<file path="src/mips_pkg.sv">
package mips_pkg;

	// one instruction word, seen as R-type or I-type fields
	typedef union packed {
		struct packed {
			logic [5:0] opcode;
			logic [4:0] rs;
			logic [4:0] rt;
			logic [4:0] rd;
			logic [4:0] shamt;
			logic [5:0] funct;
		} r;
		struct packed {
			logic [5:0]  opcode;
			logic [4:0]  rs;
			logic [4:0]  rt;
			logic [15:0] imm;
		} i;
	} mips_inst_u;

	typedef enum logic [3:0] {
		ALU_ADD  = 4'd0,
		ALU_SUB  = 4'd1,
		ALU_SLT  = 4'd2,
		ALU_SLTU = 4'd3,
		ALU_AND  = 4'd4,
		ALU_OR   = 4'd5,
		ALU_XOR  = 4'd6,
		ALU_NOR  = 4'd7,
		ALU_SLL  = 4'd8,
		ALU_SRL  = 4'd9,
		ALU_SRA  = 4'd10,
		ALU_LUI  = 4'd11
	} alu_op_e;

	// major opcodes
	localparam logic [5:0] OP_SPECIAL = 6'h00;
	localparam logic [5:0] OP_ADDIU   = 6'h09;
	localparam logic [5:0] OP_LUI     = 6'h0f;

	// funct field of SPECIAL
	localparam logic [5:0] FN_SLL  = 6'h00;
	localparam logic [5:0] FN_SRL  = 6'h02;
	localparam logic [5:0] FN_SRA  = 6'h03;
	localparam logic [5:0] FN_ADDU = 6'h21;
	localparam logic [5:0] FN_SUBU = 6'h23;
	localparam logic [5:0] FN_AND  = 6'h24;
	localparam logic [5:0] FN_OR   = 6'h25;
	localparam logic [5:0] FN_XOR  = 6'h26;
	localparam logic [5:0] FN_NOR  = 6'h27;
	localparam logic [5:0] FN_SLT  = 6'h2a;
	localparam logic [5:0] FN_SLTU = 6'h2b;

endpackage

</file>
<file path="src/pipe_ifs.sv">
// decode register to ALU stage
interface ex_bus_if;
	logic              valid;
	logic [31:0]       pc;
	mips_pkg::alu_op_e aluop;
	logic [31:0]       opr1;
	logic [31:0]       opr2;
	logic [4:0]        waddr;
	logic              wren;
	logic              hold;

	modport dec (
		output valid, pc, aluop, opr1, opr2, waddr, wren,
		input  hold
	);

	modport alu (
		input  valid, pc, aluop, opr1, opr2, waddr, wren,
		output hold
	);
endinterface

// execute register to result sender
interface res_bus_if;
	logic        valid;
	logic [31:0] pc;
	logic [4:0]  waddr;
	logic        wren;
	logic [31:0] wdata;
	logic        hold;

	modport alu (
		output valid, pc, waddr, wren, wdata,
		input  hold
	);

	modport snd (
		input  valid, pc, waddr, wren, wdata,
		output hold
	);
endinterface

</file>
<file path="src/alu_exec.sv">
module alu_exec (
	input  logic        clk,
	input  logic        reset_i,
	ex_bus_if.alu       ex_i,
	res_bus_if.alu      res_o,
	output logic        wr_en_o,
	output logic [4:0]  wr_addr_o,
	output logic [31:0] wr_data_o,
	output logic        fwd_wren_o,
	output logic [4:0]  fwd_waddr_o,
	output logic [31:0] fwd_data_o
);

	logic [31:0] result;
	logic [4:0]  shamt;
	logic        capture;

	assign shamt = ex_i.opr1[4:0];

	always_comb begin
		case (ex_i.aluop)
			mips_pkg::ALU_ADD:  result = ex_i.opr1 + ex_i.opr2;
			mips_pkg::ALU_SUB:  result = ex_i.opr1 - ex_i.opr2;
			mips_pkg::ALU_SLT:  result = {31'd0, $signed(ex_i.opr1) < $signed(ex_i.opr2)};
			mips_pkg::ALU_SLTU: result = {31'd0, ex_i.opr1 < ex_i.opr2};
			mips_pkg::ALU_AND:  result = ex_i.opr1 & ex_i.opr2;
			mips_pkg::ALU_OR:   result = ex_i.opr1 | ex_i.opr2;
			mips_pkg::ALU_XOR:  result = ex_i.opr1 ^ ex_i.opr2;
			mips_pkg::ALU_NOR:  result = ~(ex_i.opr1 | ex_i.opr2);
			mips_pkg::ALU_SLL:  result = ex_i.opr2 << shamt;
			mips_pkg::ALU_SRL:  result = ex_i.opr2 >> shamt;
			mips_pkg::ALU_SRA:  result = $unsigned($signed(ex_i.opr2) >>> shamt);
			mips_pkg::ALU_LUI:  result = {ex_i.opr2[15:0], 16'd0};
			default:            result = '0;
		endcase
	end

	// execute register is free or drains to the sender
	assign capture   = ex_i.valid && !res_o.hold;
	assign ex_i.hold = res_o.hold;

	// regfile write happens as the result enters the execute register
	assign wr_en_o   = capture && ex_i.wren && (ex_i.waddr != 5'd0);
	assign wr_addr_o = ex_i.waddr;
	assign wr_data_o = result;

	assign fwd_wren_o  = ex_i.valid && ex_i.wren;
	assign fwd_waddr_o = ex_i.waddr;
	assign fwd_data_o  = result;

	always_ff @(posedge clk) begin
		if (reset_i) begin
			res_o.valid <= 1'b0;
		end else if (!res_o.hold) begin
			res_o.valid <= ex_i.valid;
		end
	end

	always_ff @(posedge clk) begin
		if (capture) begin
			res_o.pc    <= ex_i.pc;
			res_o.waddr <= ex_i.waddr;
			res_o.wren  <= ex_i.wren;
			res_o.wdata <= result;
		end
	end

endmodule

</file>
<file path="src/gpr_file.sv">
module gpr_file (
	input  logic        clk,
	input  logic        reset_i,
	input  logic [4:0]  rs_addr_i,
	input  logic [4:0]  rt_addr_i,
	output logic [31:0] rs_data_o,
	output logic [31:0] rt_data_o,
	input  logic        wr_en_i,
	input  logic [4:0]  wr_addr_i,
	input  logic [31:0] wr_data_i
);

	// register 0 has no storage
	logic [31:0] regs [1:31];

	always_ff @(posedge clk) begin
		if (reset_i) begin
			for (int k = 1; k < 32; k++) begin
				regs[k] <= '0;
			end
		end else if (wr_en_i && wr_addr_i != 5'd0) begin
			regs[wr_addr_i] <= wr_data_i;
		end
	end

	// same-cycle write is visible on the read ports
	always_comb begin
		if (rs_addr_i == 5'd0) begin
			rs_data_o = '0;
		end else if (wr_en_i && wr_addr_i == rs_addr_i) begin
			rs_data_o = wr_data_i;
		end else begin
			rs_data_o = regs[rs_addr_i];
		end
	end

	always_comb begin
		if (rt_addr_i == 5'd0) begin
			rt_data_o = '0;
		end else if (wr_en_i && wr_addr_i == rt_addr_i) begin
			rt_data_o = wr_data_i;
		end else begin
			rt_data_o = regs[rt_addr_i];
		end
	end

endmodule

</file>
<file path="src/id_decoder.sv">
module id_decoder (
	input  logic        clk,
	input  logic        reset_i,

	input  logic        head_valid_i,
	input  logic [31:0] head_pc_i,
	input  logic [31:0] head_inst_i,
	output logic        pop_o,

	output logic [4:0]  rs_addr_o,
	output logic [4:0]  rt_addr_o,
	input  logic [31:0] rs_data_i,
	input  logic [31:0] rt_data_i,

	input  logic        fwd_wren_i,
	input  logic [4:0]  fwd_waddr_i,
	input  logic [31:0] fwd_data_i,

	ex_bus_if.dec       ex_o
);

	mips_pkg::mips_inst_u inst;
	mips_pkg::alu_op_e    aluop;
	logic                 legal;
	logic                 shift_op;
	logic                 i_type;
	logic [4:0]           waddr;
	logic                 wren;
	logic [31:0]          rs_val;
	logic [31:0]          rt_val;
	logic [31:0]          opr1;
	logic [31:0]          opr2;
	logic                 load_en;

	assign inst = head_inst_i;

	assign rs_addr_o = inst.r.rs;
	assign rt_addr_o = inst.r.rt;

	always_comb begin
		legal    = 1'b0;
		shift_op = 1'b0;
		aluop    = mips_pkg::ALU_ADD;
		case (inst.r.opcode)
			mips_pkg::OP_SPECIAL: begin
				legal = 1'b1;
				case (inst.r.funct)
					mips_pkg::FN_ADDU: aluop = mips_pkg::ALU_ADD;
					mips_pkg::FN_SUBU: aluop = mips_pkg::ALU_SUB;
					mips_pkg::FN_SLT:  aluop = mips_pkg::ALU_SLT;
					mips_pkg::FN_SLTU: aluop = mips_pkg::ALU_SLTU;
					mips_pkg::FN_AND:  aluop = mips_pkg::ALU_AND;
					mips_pkg::FN_OR:   aluop = mips_pkg::ALU_OR;
					mips_pkg::FN_XOR:  aluop = mips_pkg::ALU_XOR;
					mips_pkg::FN_NOR:  aluop = mips_pkg::ALU_NOR;
					mips_pkg::FN_SLL: begin
						aluop    = mips_pkg::ALU_SLL;
						shift_op = 1'b1;
					end
					mips_pkg::FN_SRL: begin
						aluop    = mips_pkg::ALU_SRL;
						shift_op = 1'b1;
					end
					mips_pkg::FN_SRA: begin
						aluop    = mips_pkg::ALU_SRA;
						shift_op = 1'b1;
					end
					default: legal = 1'b0;
				endcase
				// shifts need rs == 0, the rest need shamt == 0
				if (shift_op) begin
					legal = legal && (inst.r.rs == 5'd0);
				end else begin
					legal = legal && (inst.r.shamt == 5'd0);
				end
			end
			mips_pkg::OP_ADDIU: begin
				legal = 1'b1;
				aluop = mips_pkg::ALU_ADD;
			end
			mips_pkg::OP_LUI: begin
				legal = (inst.i.rs == 5'd0);
				aluop = mips_pkg::ALU_LUI;
			end
			default: legal = 1'b0;
		endcase
	end

	assign i_type = (inst.r.opcode != mips_pkg::OP_SPECIAL);
	assign waddr  = i_type ? inst.i.rt : inst.r.rd;
	assign wren   = legal && (waddr != 5'd0);

	// result of the instruction one stage ahead
	assign rs_val = (fwd_wren_i && fwd_waddr_i != 5'd0 && fwd_waddr_i == inst.r.rs) ?
			fwd_data_i : rs_data_i;
	assign rt_val = (fwd_wren_i && fwd_waddr_i != 5'd0 && fwd_waddr_i == inst.r.rt) ?
			fwd_data_i : rt_data_i;

	assign opr1 = shift_op ? {27'd0, inst.r.shamt} : rs_val;

	always_comb begin
		if (inst.r.opcode == mips_pkg::OP_ADDIU) begin
			opr2 = {{16{inst.i.imm[15]}}, inst.i.imm};
		end else if (inst.r.opcode == mips_pkg::OP_LUI) begin
			opr2 = {16'd0, inst.i.imm};
		end else begin
			opr2 = rt_val;
		end
	end

	// stage register is empty or moves on this cycle
	assign load_en = !ex_o.valid || !ex_o.hold;
	assign pop_o   = head_valid_i && load_en;

	always_ff @(posedge clk) begin
		if (reset_i) begin
			ex_o.valid <= 1'b0;
		end else if (load_en) begin
			ex_o.valid <= head_valid_i;
		end
	end

	always_ff @(posedge clk) begin
		if (pop_o) begin
			ex_o.pc    <= head_pc_i;
			ex_o.aluop <= aluop;
			ex_o.opr1  <= opr1;
			ex_o.opr2  <= opr2;
			ex_o.waddr <= waddr;
			ex_o.wren  <= wren;
		end
	end

endmodule

</file>
<file path="src/inst_intake.sv">
module inst_intake #(
	parameter int INTAKE_DEPTH = 4
) (
	input  logic        clk,
	input  logic        reset_i,
	input  logic        inst_valid_i,
	input  logic [31:0] inst_pc_i,
	input  logic [31:0] inst_word_i,
	input  logic        pop_i,
	output logic        head_valid_o,
	output logic [31:0] head_pc_o,
	output logic [31:0] head_inst_o,
	output logic        inst_credit_o
);

	localparam int PTR_W = (INTAKE_DEPTH > 1) ? $clog2(INTAKE_DEPTH) : 1;
	localparam int CNT_W = $clog2(INTAKE_DEPTH + 1);

	logic [31:0]      pc_mem   [INTAKE_DEPTH];
	logic [31:0]      word_mem [INTAKE_DEPTH];
	logic [PTR_W-1:0] rd_ptr;
	logic [PTR_W-1:0] wr_ptr;
	logic [CNT_W-1:0] count;
	logic             credit_q;

	// wrap at the last entry, depth need not be a power of two
	function automatic logic [PTR_W-1:0] next_ptr(input logic [PTR_W-1:0] p);
		if (p == PTR_W'(INTAKE_DEPTH - 1)) begin
			return '0;
		end
		return p + 1'b1;
	endfunction

	always_ff @(posedge clk) begin
		if (inst_valid_i) begin
			pc_mem[wr_ptr]   <= inst_pc_i;
			word_mem[wr_ptr] <= inst_word_i;
		end
	end

	// sender obeys its credits, so no full check here
	always_ff @(posedge clk) begin
		if (reset_i) begin
			rd_ptr   <= '0;
			wr_ptr   <= '0;
			count    <= '0;
			credit_q <= 1'b0;
		end else begin
			if (inst_valid_i) begin
				wr_ptr <= next_ptr(wr_ptr);
			end
			if (pop_i) begin
				rd_ptr <= next_ptr(rd_ptr);
			end
			count    <= count + CNT_W'(inst_valid_i) - CNT_W'(pop_i);
			credit_q <= pop_i;
		end
	end

	assign head_valid_o  = (count != '0);
	assign head_pc_o     = pc_mem[rd_ptr];
	assign head_inst_o   = word_mem[rd_ptr];
	assign inst_credit_o = credit_q;

endmodule

</file>
<file path="src/mips_exec_slice.sv">
module mips_exec_slice #(
	parameter int INTAKE_DEPTH = 4,
	parameter int OUT_CREDITS  = 2
) (
	input  logic        clk,
	input  logic        reset_i,
	input  logic        inst_valid_i,
	input  logic [31:0] inst_pc_i,
	input  logic [31:0] inst_word_i,
	output logic        inst_credit_o,
	output logic        res_valid_o,
	output logic [31:0] res_pc_o,
	output logic [4:0]  res_waddr_o,
	output logic        res_wren_o,
	output logic [31:0] res_wdata_o,
	input  logic        res_credit_i
);

	logic        head_valid;
	logic [31:0] head_pc;
	logic [31:0] head_inst;
	logic        pop;

	logic [4:0]  rs_addr;
	logic [4:0]  rt_addr;
	logic [31:0] rs_data;
	logic [31:0] rt_data;

	logic        wr_en;
	logic [4:0]  wr_addr;
	logic [31:0] wr_data;

	logic        fwd_wren;
	logic [4:0]  fwd_waddr;
	logic [31:0] fwd_data;

	ex_bus_if  ex_bus ();
	res_bus_if res_bus ();

	inst_intake #(
		.INTAKE_DEPTH(INTAKE_DEPTH)
	) u_intake (
		.clk           (clk),
		.reset_i       (reset_i),
		.inst_valid_i  (inst_valid_i),
		.inst_pc_i     (inst_pc_i),
		.inst_word_i   (inst_word_i),
		.pop_i         (pop),
		.head_valid_o  (head_valid),
		.head_pc_o     (head_pc),
		.head_inst_o   (head_inst),
		.inst_credit_o (inst_credit_o)
	);

	id_decoder u_dec (
		.clk          (clk),
		.reset_i      (reset_i),
		.head_valid_i (head_valid),
		.head_pc_i    (head_pc),
		.head_inst_i  (head_inst),
		.pop_o        (pop),
		.rs_addr_o    (rs_addr),
		.rt_addr_o    (rt_addr),
		.rs_data_i    (rs_data),
		.rt_data_i    (rt_data),
		.fwd_wren_i   (fwd_wren),
		.fwd_waddr_i  (fwd_waddr),
		.fwd_data_i   (fwd_data),
		.ex_o         (ex_bus.dec)
	);

	gpr_file u_gpr (
		.clk       (clk),
		.reset_i   (reset_i),
		.rs_addr_i (rs_addr),
		.rt_addr_i (rt_addr),
		.rs_data_o (rs_data),
		.rt_data_o (rt_data),
		.wr_en_i   (wr_en),
		.wr_addr_i (wr_addr),
		.wr_data_i (wr_data)
	);

	alu_exec u_alu (
		.clk         (clk),
		.reset_i     (reset_i),
		.ex_i        (ex_bus.alu),
		.res_o       (res_bus.alu),
		.wr_en_o     (wr_en),
		.wr_addr_o   (wr_addr),
		.wr_data_o   (wr_data),
		.fwd_wren_o  (fwd_wren),
		.fwd_waddr_o (fwd_waddr),
		.fwd_data_o  (fwd_data)
	);

	result_sender #(
		.OUT_CREDITS(OUT_CREDITS)
	) u_snd (
		.clk          (clk),
		.reset_i      (reset_i),
		.res_i        (res_bus.snd),
		.res_credit_i (res_credit_i),
		.res_valid_o  (res_valid_o),
		.res_pc_o     (res_pc_o),
		.res_waddr_o  (res_waddr_o),
		.res_wren_o   (res_wren_o),
		.res_wdata_o  (res_wdata_o)
	);

endmodule

</file>
<file path="src/result_sender.sv">
module result_sender #(
	parameter int OUT_CREDITS = 2
) (
	input  logic        clk,
	input  logic        reset_i,
	res_bus_if.snd      res_i,
	input  logic        res_credit_i,
	output logic        res_valid_o,
	output logic [31:0] res_pc_o,
	output logic [4:0]  res_waddr_o,
	output logic        res_wren_o,
	output logic [31:0] res_wdata_o
);

	localparam int CNT_W = $clog2(OUT_CREDITS + 1);

	logic [CNT_W-1:0] credits;
	logic             have_credit;
	logic             send;

	assign have_credit = (credits != '0);
	assign send        = res_i.valid && have_credit;

	// stall goes back to the execute register
	assign res_i.hold = res_i.valid && !have_credit;

	// a return and a send in one cycle cancel out
	always_ff @(posedge clk) begin
		if (reset_i) begin
			credits <= CNT_W'(OUT_CREDITS);
		end else begin
			credits <= credits + CNT_W'(res_credit_i) - CNT_W'(send);
		end
	end

	assign res_valid_o = send;
	assign res_pc_o    = res_i.pc;
	assign res_waddr_o = res_i.waddr;
	assign res_wren_o  = res_i.valid && res_i.wren;
	assign res_wdata_o = res_i.wdata;

endmodule

</file>
<file path="config.mk">
export PLATFORM = sky130hd
export DESIGN_NAME = mips_exec_slice
export DESIGN_NICKNAME = d
export VERILOG_FILES = /design/src/mips_pkg.sv /design/src/pipe_ifs.sv /design/src/alu_exec.sv /design/src/gpr_file.sv /design/src/id_decoder.sv /design/src/inst_intake.sv /design/src/mips_exec_slice.sv /design/src/result_sender.sv
export SDC_FILE = /design/constraint.sdc
export NUM_CORES = 2
export LEC_CHECK = 0
export BUFFER_PORTS_ARGS = -buffer_cell sky130_fd_sc_hd__buf_2
export CORE_MARGIN = 10
export CORE_UTILIZATION = 50
export CTS_CLUSTER_DIAMETER = 150
export CTS_CLUSTER_SIZE = 24
export DETAILED_ROUTE_END_ITERATION = 10
export PLACE_DENSITY = 0.7
export SYNTH_ARGS = -nofsm -noshare
export SYNTH_HDL_FRONTEND = slang
export SYNTH_SLANG_ARGS = --single-unit
export TNS_END_PERCENT = 10
</file>
<file path="constraint.sdc">
create_clock -name clk -period 13.2 [get_ports clk]
set_clock_uncertainty 0.05 [all_clocks]
set_input_delay 1.32 -clock clk [delete_from_list [all_inputs] [get_ports clk]]
set_output_delay 1.32 -clock clk [all_outputs]
set_load 0.005 [all_outputs]
</file>
==> results.json <==
{
  "drive_gt1_frac": 0.195,
  "hp-start": "u_dec.ex_o.pc[10]$_DFFE_PP_",
  "synth_common_cells": "1,456 x edfxtp_1, 1,204 x nor2_1, 605 x mux4_2",
  "yosys.area.top_type": "edfxtp_1",
  "antenna_found_initial": 18,
  "drv_slew": 0,
  "cp.required_ps": 13510,
  "synth_top_family_by_area": "multiplexers",
  "cts.sinks": 1470,
  "ctsRootBufferMaster": "clkbuf_16",
  "drt-wirelength-per-cell_um": 33.8,
  "drv_cap": 0,
  "synth_compound_area_frac": 0.0781,
  "synth_most_common_cell": "edfxtp_1",
  "initial_core_util": 0.502,
  "yosys.area_share.simple": 0.103,
  "status": "finished, final reports clean",
  "synth_area_leaders": "edfxtp_1 56%, mux4_2 17%, nor2_1 5.8%",
  "post_cts_buffers": 0,
  "cts_tree": "built",
  "min_to": "u_alu.res_o.pc[10]$_DFFE_PP_",
  "htree_levels": 3,
  "netlist-cell-type-count": 100,
  "netlist_area_um2": 78300,
  "synth.top_cell.area_share": 0.558,
  "cts_buffers": 71,
  "overflow": 0,
  "power_density_nw_per_um2": 267,
  "rsz0062_at_grt": "false",
  "min_path_type": "flop to flop",
  "syn2layout_area_growth_pct": 6.01,
  "grt_pass1_wl_um": 382000,
  "clk_latency_ps": 740,
  "leakage_nw": 29.0,
  "io_pins": 140,
  "endpoint_kind": "flop",
  "ys_ff_latch": 1470,
  "grt_start_max_net_pins": 115,
  "coreArea_um2": 156000,
  "grt_use_total": 0.301,
  "ff2ff_setup_slack_ps": 7160,
  "drt_wl_total_um": 267000,
  "fp-row-count": 145,
  "synth_edf_count": 1456,
  "dieHeight_um": 416,
  "final_core_util": 0.533,
  "synth_fa_ha_area_frac": 0.0177,
  "fill_cells": 12765,
  "die_x_um": 416,
  "ir_worst_vdd_v": 0.000231,
  "r2r_end": "u_dec.ex_o.opr1[12]$_SDFFCE_PP0P_",
  "synth.avg_cell_area_um2": 13.1,
  "drt-pass1-iter-count": 7,
  "io_buffers": 139,
  "setup_viol": 0,
  "synth_mux_area_frac": 0.197,
  "drc": 0,
  "finalSetupTns_ps": 0,
  "r2r_cells": 10,
  "tightest_slew_ps": 1330,
  "vias": 55051,
  "async_reset_ff_frac": 0,
  "crit_fanout": 114,
  "synth_xor_area_frac": 0.00257,
  "cts_max_path_buffers": 3,
  "postSynthCellCount": 5958,
  "gp_congestion": 0.955,
  "fin_crit_ps": 6040,
  "arrival_ps": 6350,
  "yosysSeqAreaShare": 0.562,
  "yosysWarnings": 0,
  "finalHoldViolCount": 0,
  "cp-start-kind": "flop",
  "dp_hpwl_um": 166000,
  "die-area_um2": 173000,
  "fmaxAchievable_mhz": 166,
  "grt_pass1_vias": 53732,
  "slew_headroom": 0.107,
  "yosys_most_used_dff": "edfxtp_1",
  "cts_resized": 0,
  "min_path_cells": 0,
  "crit_type": "flop to flop",
  "path_clk_slew_ps": 110,
  "drtAntennaViolNets": 0,
  "ctsHoldBuffers": 0,
  "finalCritPeriodShare": 0.457,
  "via_per_inst": 6.97,
  "drt_iter0_markers": 8860,
  "fin_nets": 5992
}
power breakdown:
| part | total (W) | internal, W | switching (W) |
|---|---|---|---|
| combinational | 0.0132 | 0.00424 | 0.00898 |
| clock | 0.00251 | 0.00102 | 0.00149 |
| sequential | 0.00645 | 0.00594 | 0.000515 |
| total | 0.0222 | 0.0112 | 0.0110 |
logic make-up (layout without fill, tap and decap cells):
kind of cell	after synthesis	count (layout)
compound gates	910	910
xor+xnor	23	23
fa+ha+maj	109	109
buf+inv	708	555
flops	1470	1470
mux	783	783
other cells	1	39
simple gates	1954	1954
flip-flops by register name, summed over array words and instances (netlist names), 32 cells and up, named ones only:
signal / count
u_alu.res_o.pc: 32
u_gpr.regs: 1024
u_dec.ex_o.opr1: 32
u_dec.ex_o.opr2: 32
u_dec.ex_o.pc: 32
u_intake.word_mem: 128
u_alu.res_o.wdata: 32
u_intake.pc_mem: 128
routing by layer:
metal  vias up  GRT usage  share of wire
li1      22276          -              -
met1     27627      0.397           0.35
met2      4261      0.456           0.45
met3       875     0.0821           0.14
met4        12      0.160          0.066
met5         -          0        0.00029
layout by cell type, fill, tap and decap left out, drive strengths merged, types with 41 or more instances in the layout:
master and n:
edfxtp 1456, nor2 1207, mux4 605, nand2 442, buf 302, a21oi 269
inv 160, o21ai 159, mux2i 150, ha 106, clkbuf 87, nor3 61
a31oi 56, a211oi 56, o221ai 54, nand2b 42, o211ai 41
final cells by class:
type                    instances  area (um^2)  share of cell area
well taps                    2058         2570              0.0310
flip-flops and latches       1470        44000               0.530
repair buffers                302         1980              0.0239
diodes                          7         17.5            0.000211
multi-input cells            3811        31800               0.383
inverters                     159          597             0.00719
clock inverters                 7          148             0.00178
clock buffers                  87         1860              0.0224
per-stage QoR:
step	area, um^2	setup slack (ps)	hold slack [ps]	power (W)	cells
after CTS	83000	7450	373	0.0219	7894
after floorplan	78400	5380	350	0.0151	5989
after global routing	83000	6930	376	0.0230	7898
after global placement	81000	7480	354	0.0193	7800
final	83000	7160	369	0.0222	7901
after detailed placement	81000	7450	355	0.0194	7800
worst max-delay path, cell delays in order (launching register included):
cell      delay [ps]
dfxtp_2          630
mux4_4           900
buf_12           350
buf_4            490
nand2_1          740
buf_4            470
o221ai_1         200
a21oi_1          180
a21oi_1           60
a311oi_1        1010
o32ai_1          370
worst max path at each step:
stage                                         from                           endpoint  slack [ps]
finish                                        flop  u_dec.ex_o.opr1[12]$_SDFFCE_PP0P_        7160
global route          u_dec.ex_o.opr1[1]$_DFFE_PP_      u_dec.ex_o.opr2[27]$_DFFE_PP_        6930
CTS                   u_dec.ex_o.opr1[1]$_DFFE_PP_        u_gpr.regs[0][27]$_DFFE_PP_        7450
detailed placement    u_dec.ex_o.opr1[1]$_DFFE_PP_      u_dec.ex_o.opr2[27]$_DFFE_PP_        7450
global placement      u_dec.ex_o.opr1[1]$_DFFE_PP_  u_dec.ex_o.opr1[27]$_SDFFCE_PP0P_        7480
floorplan           u_alu.res_o.valid$_SDFFE_PP0N_       u_intake.count[2]$_SDFF_PP0_        5380
No activity file was read; power rests on OpenSTA's default activity.
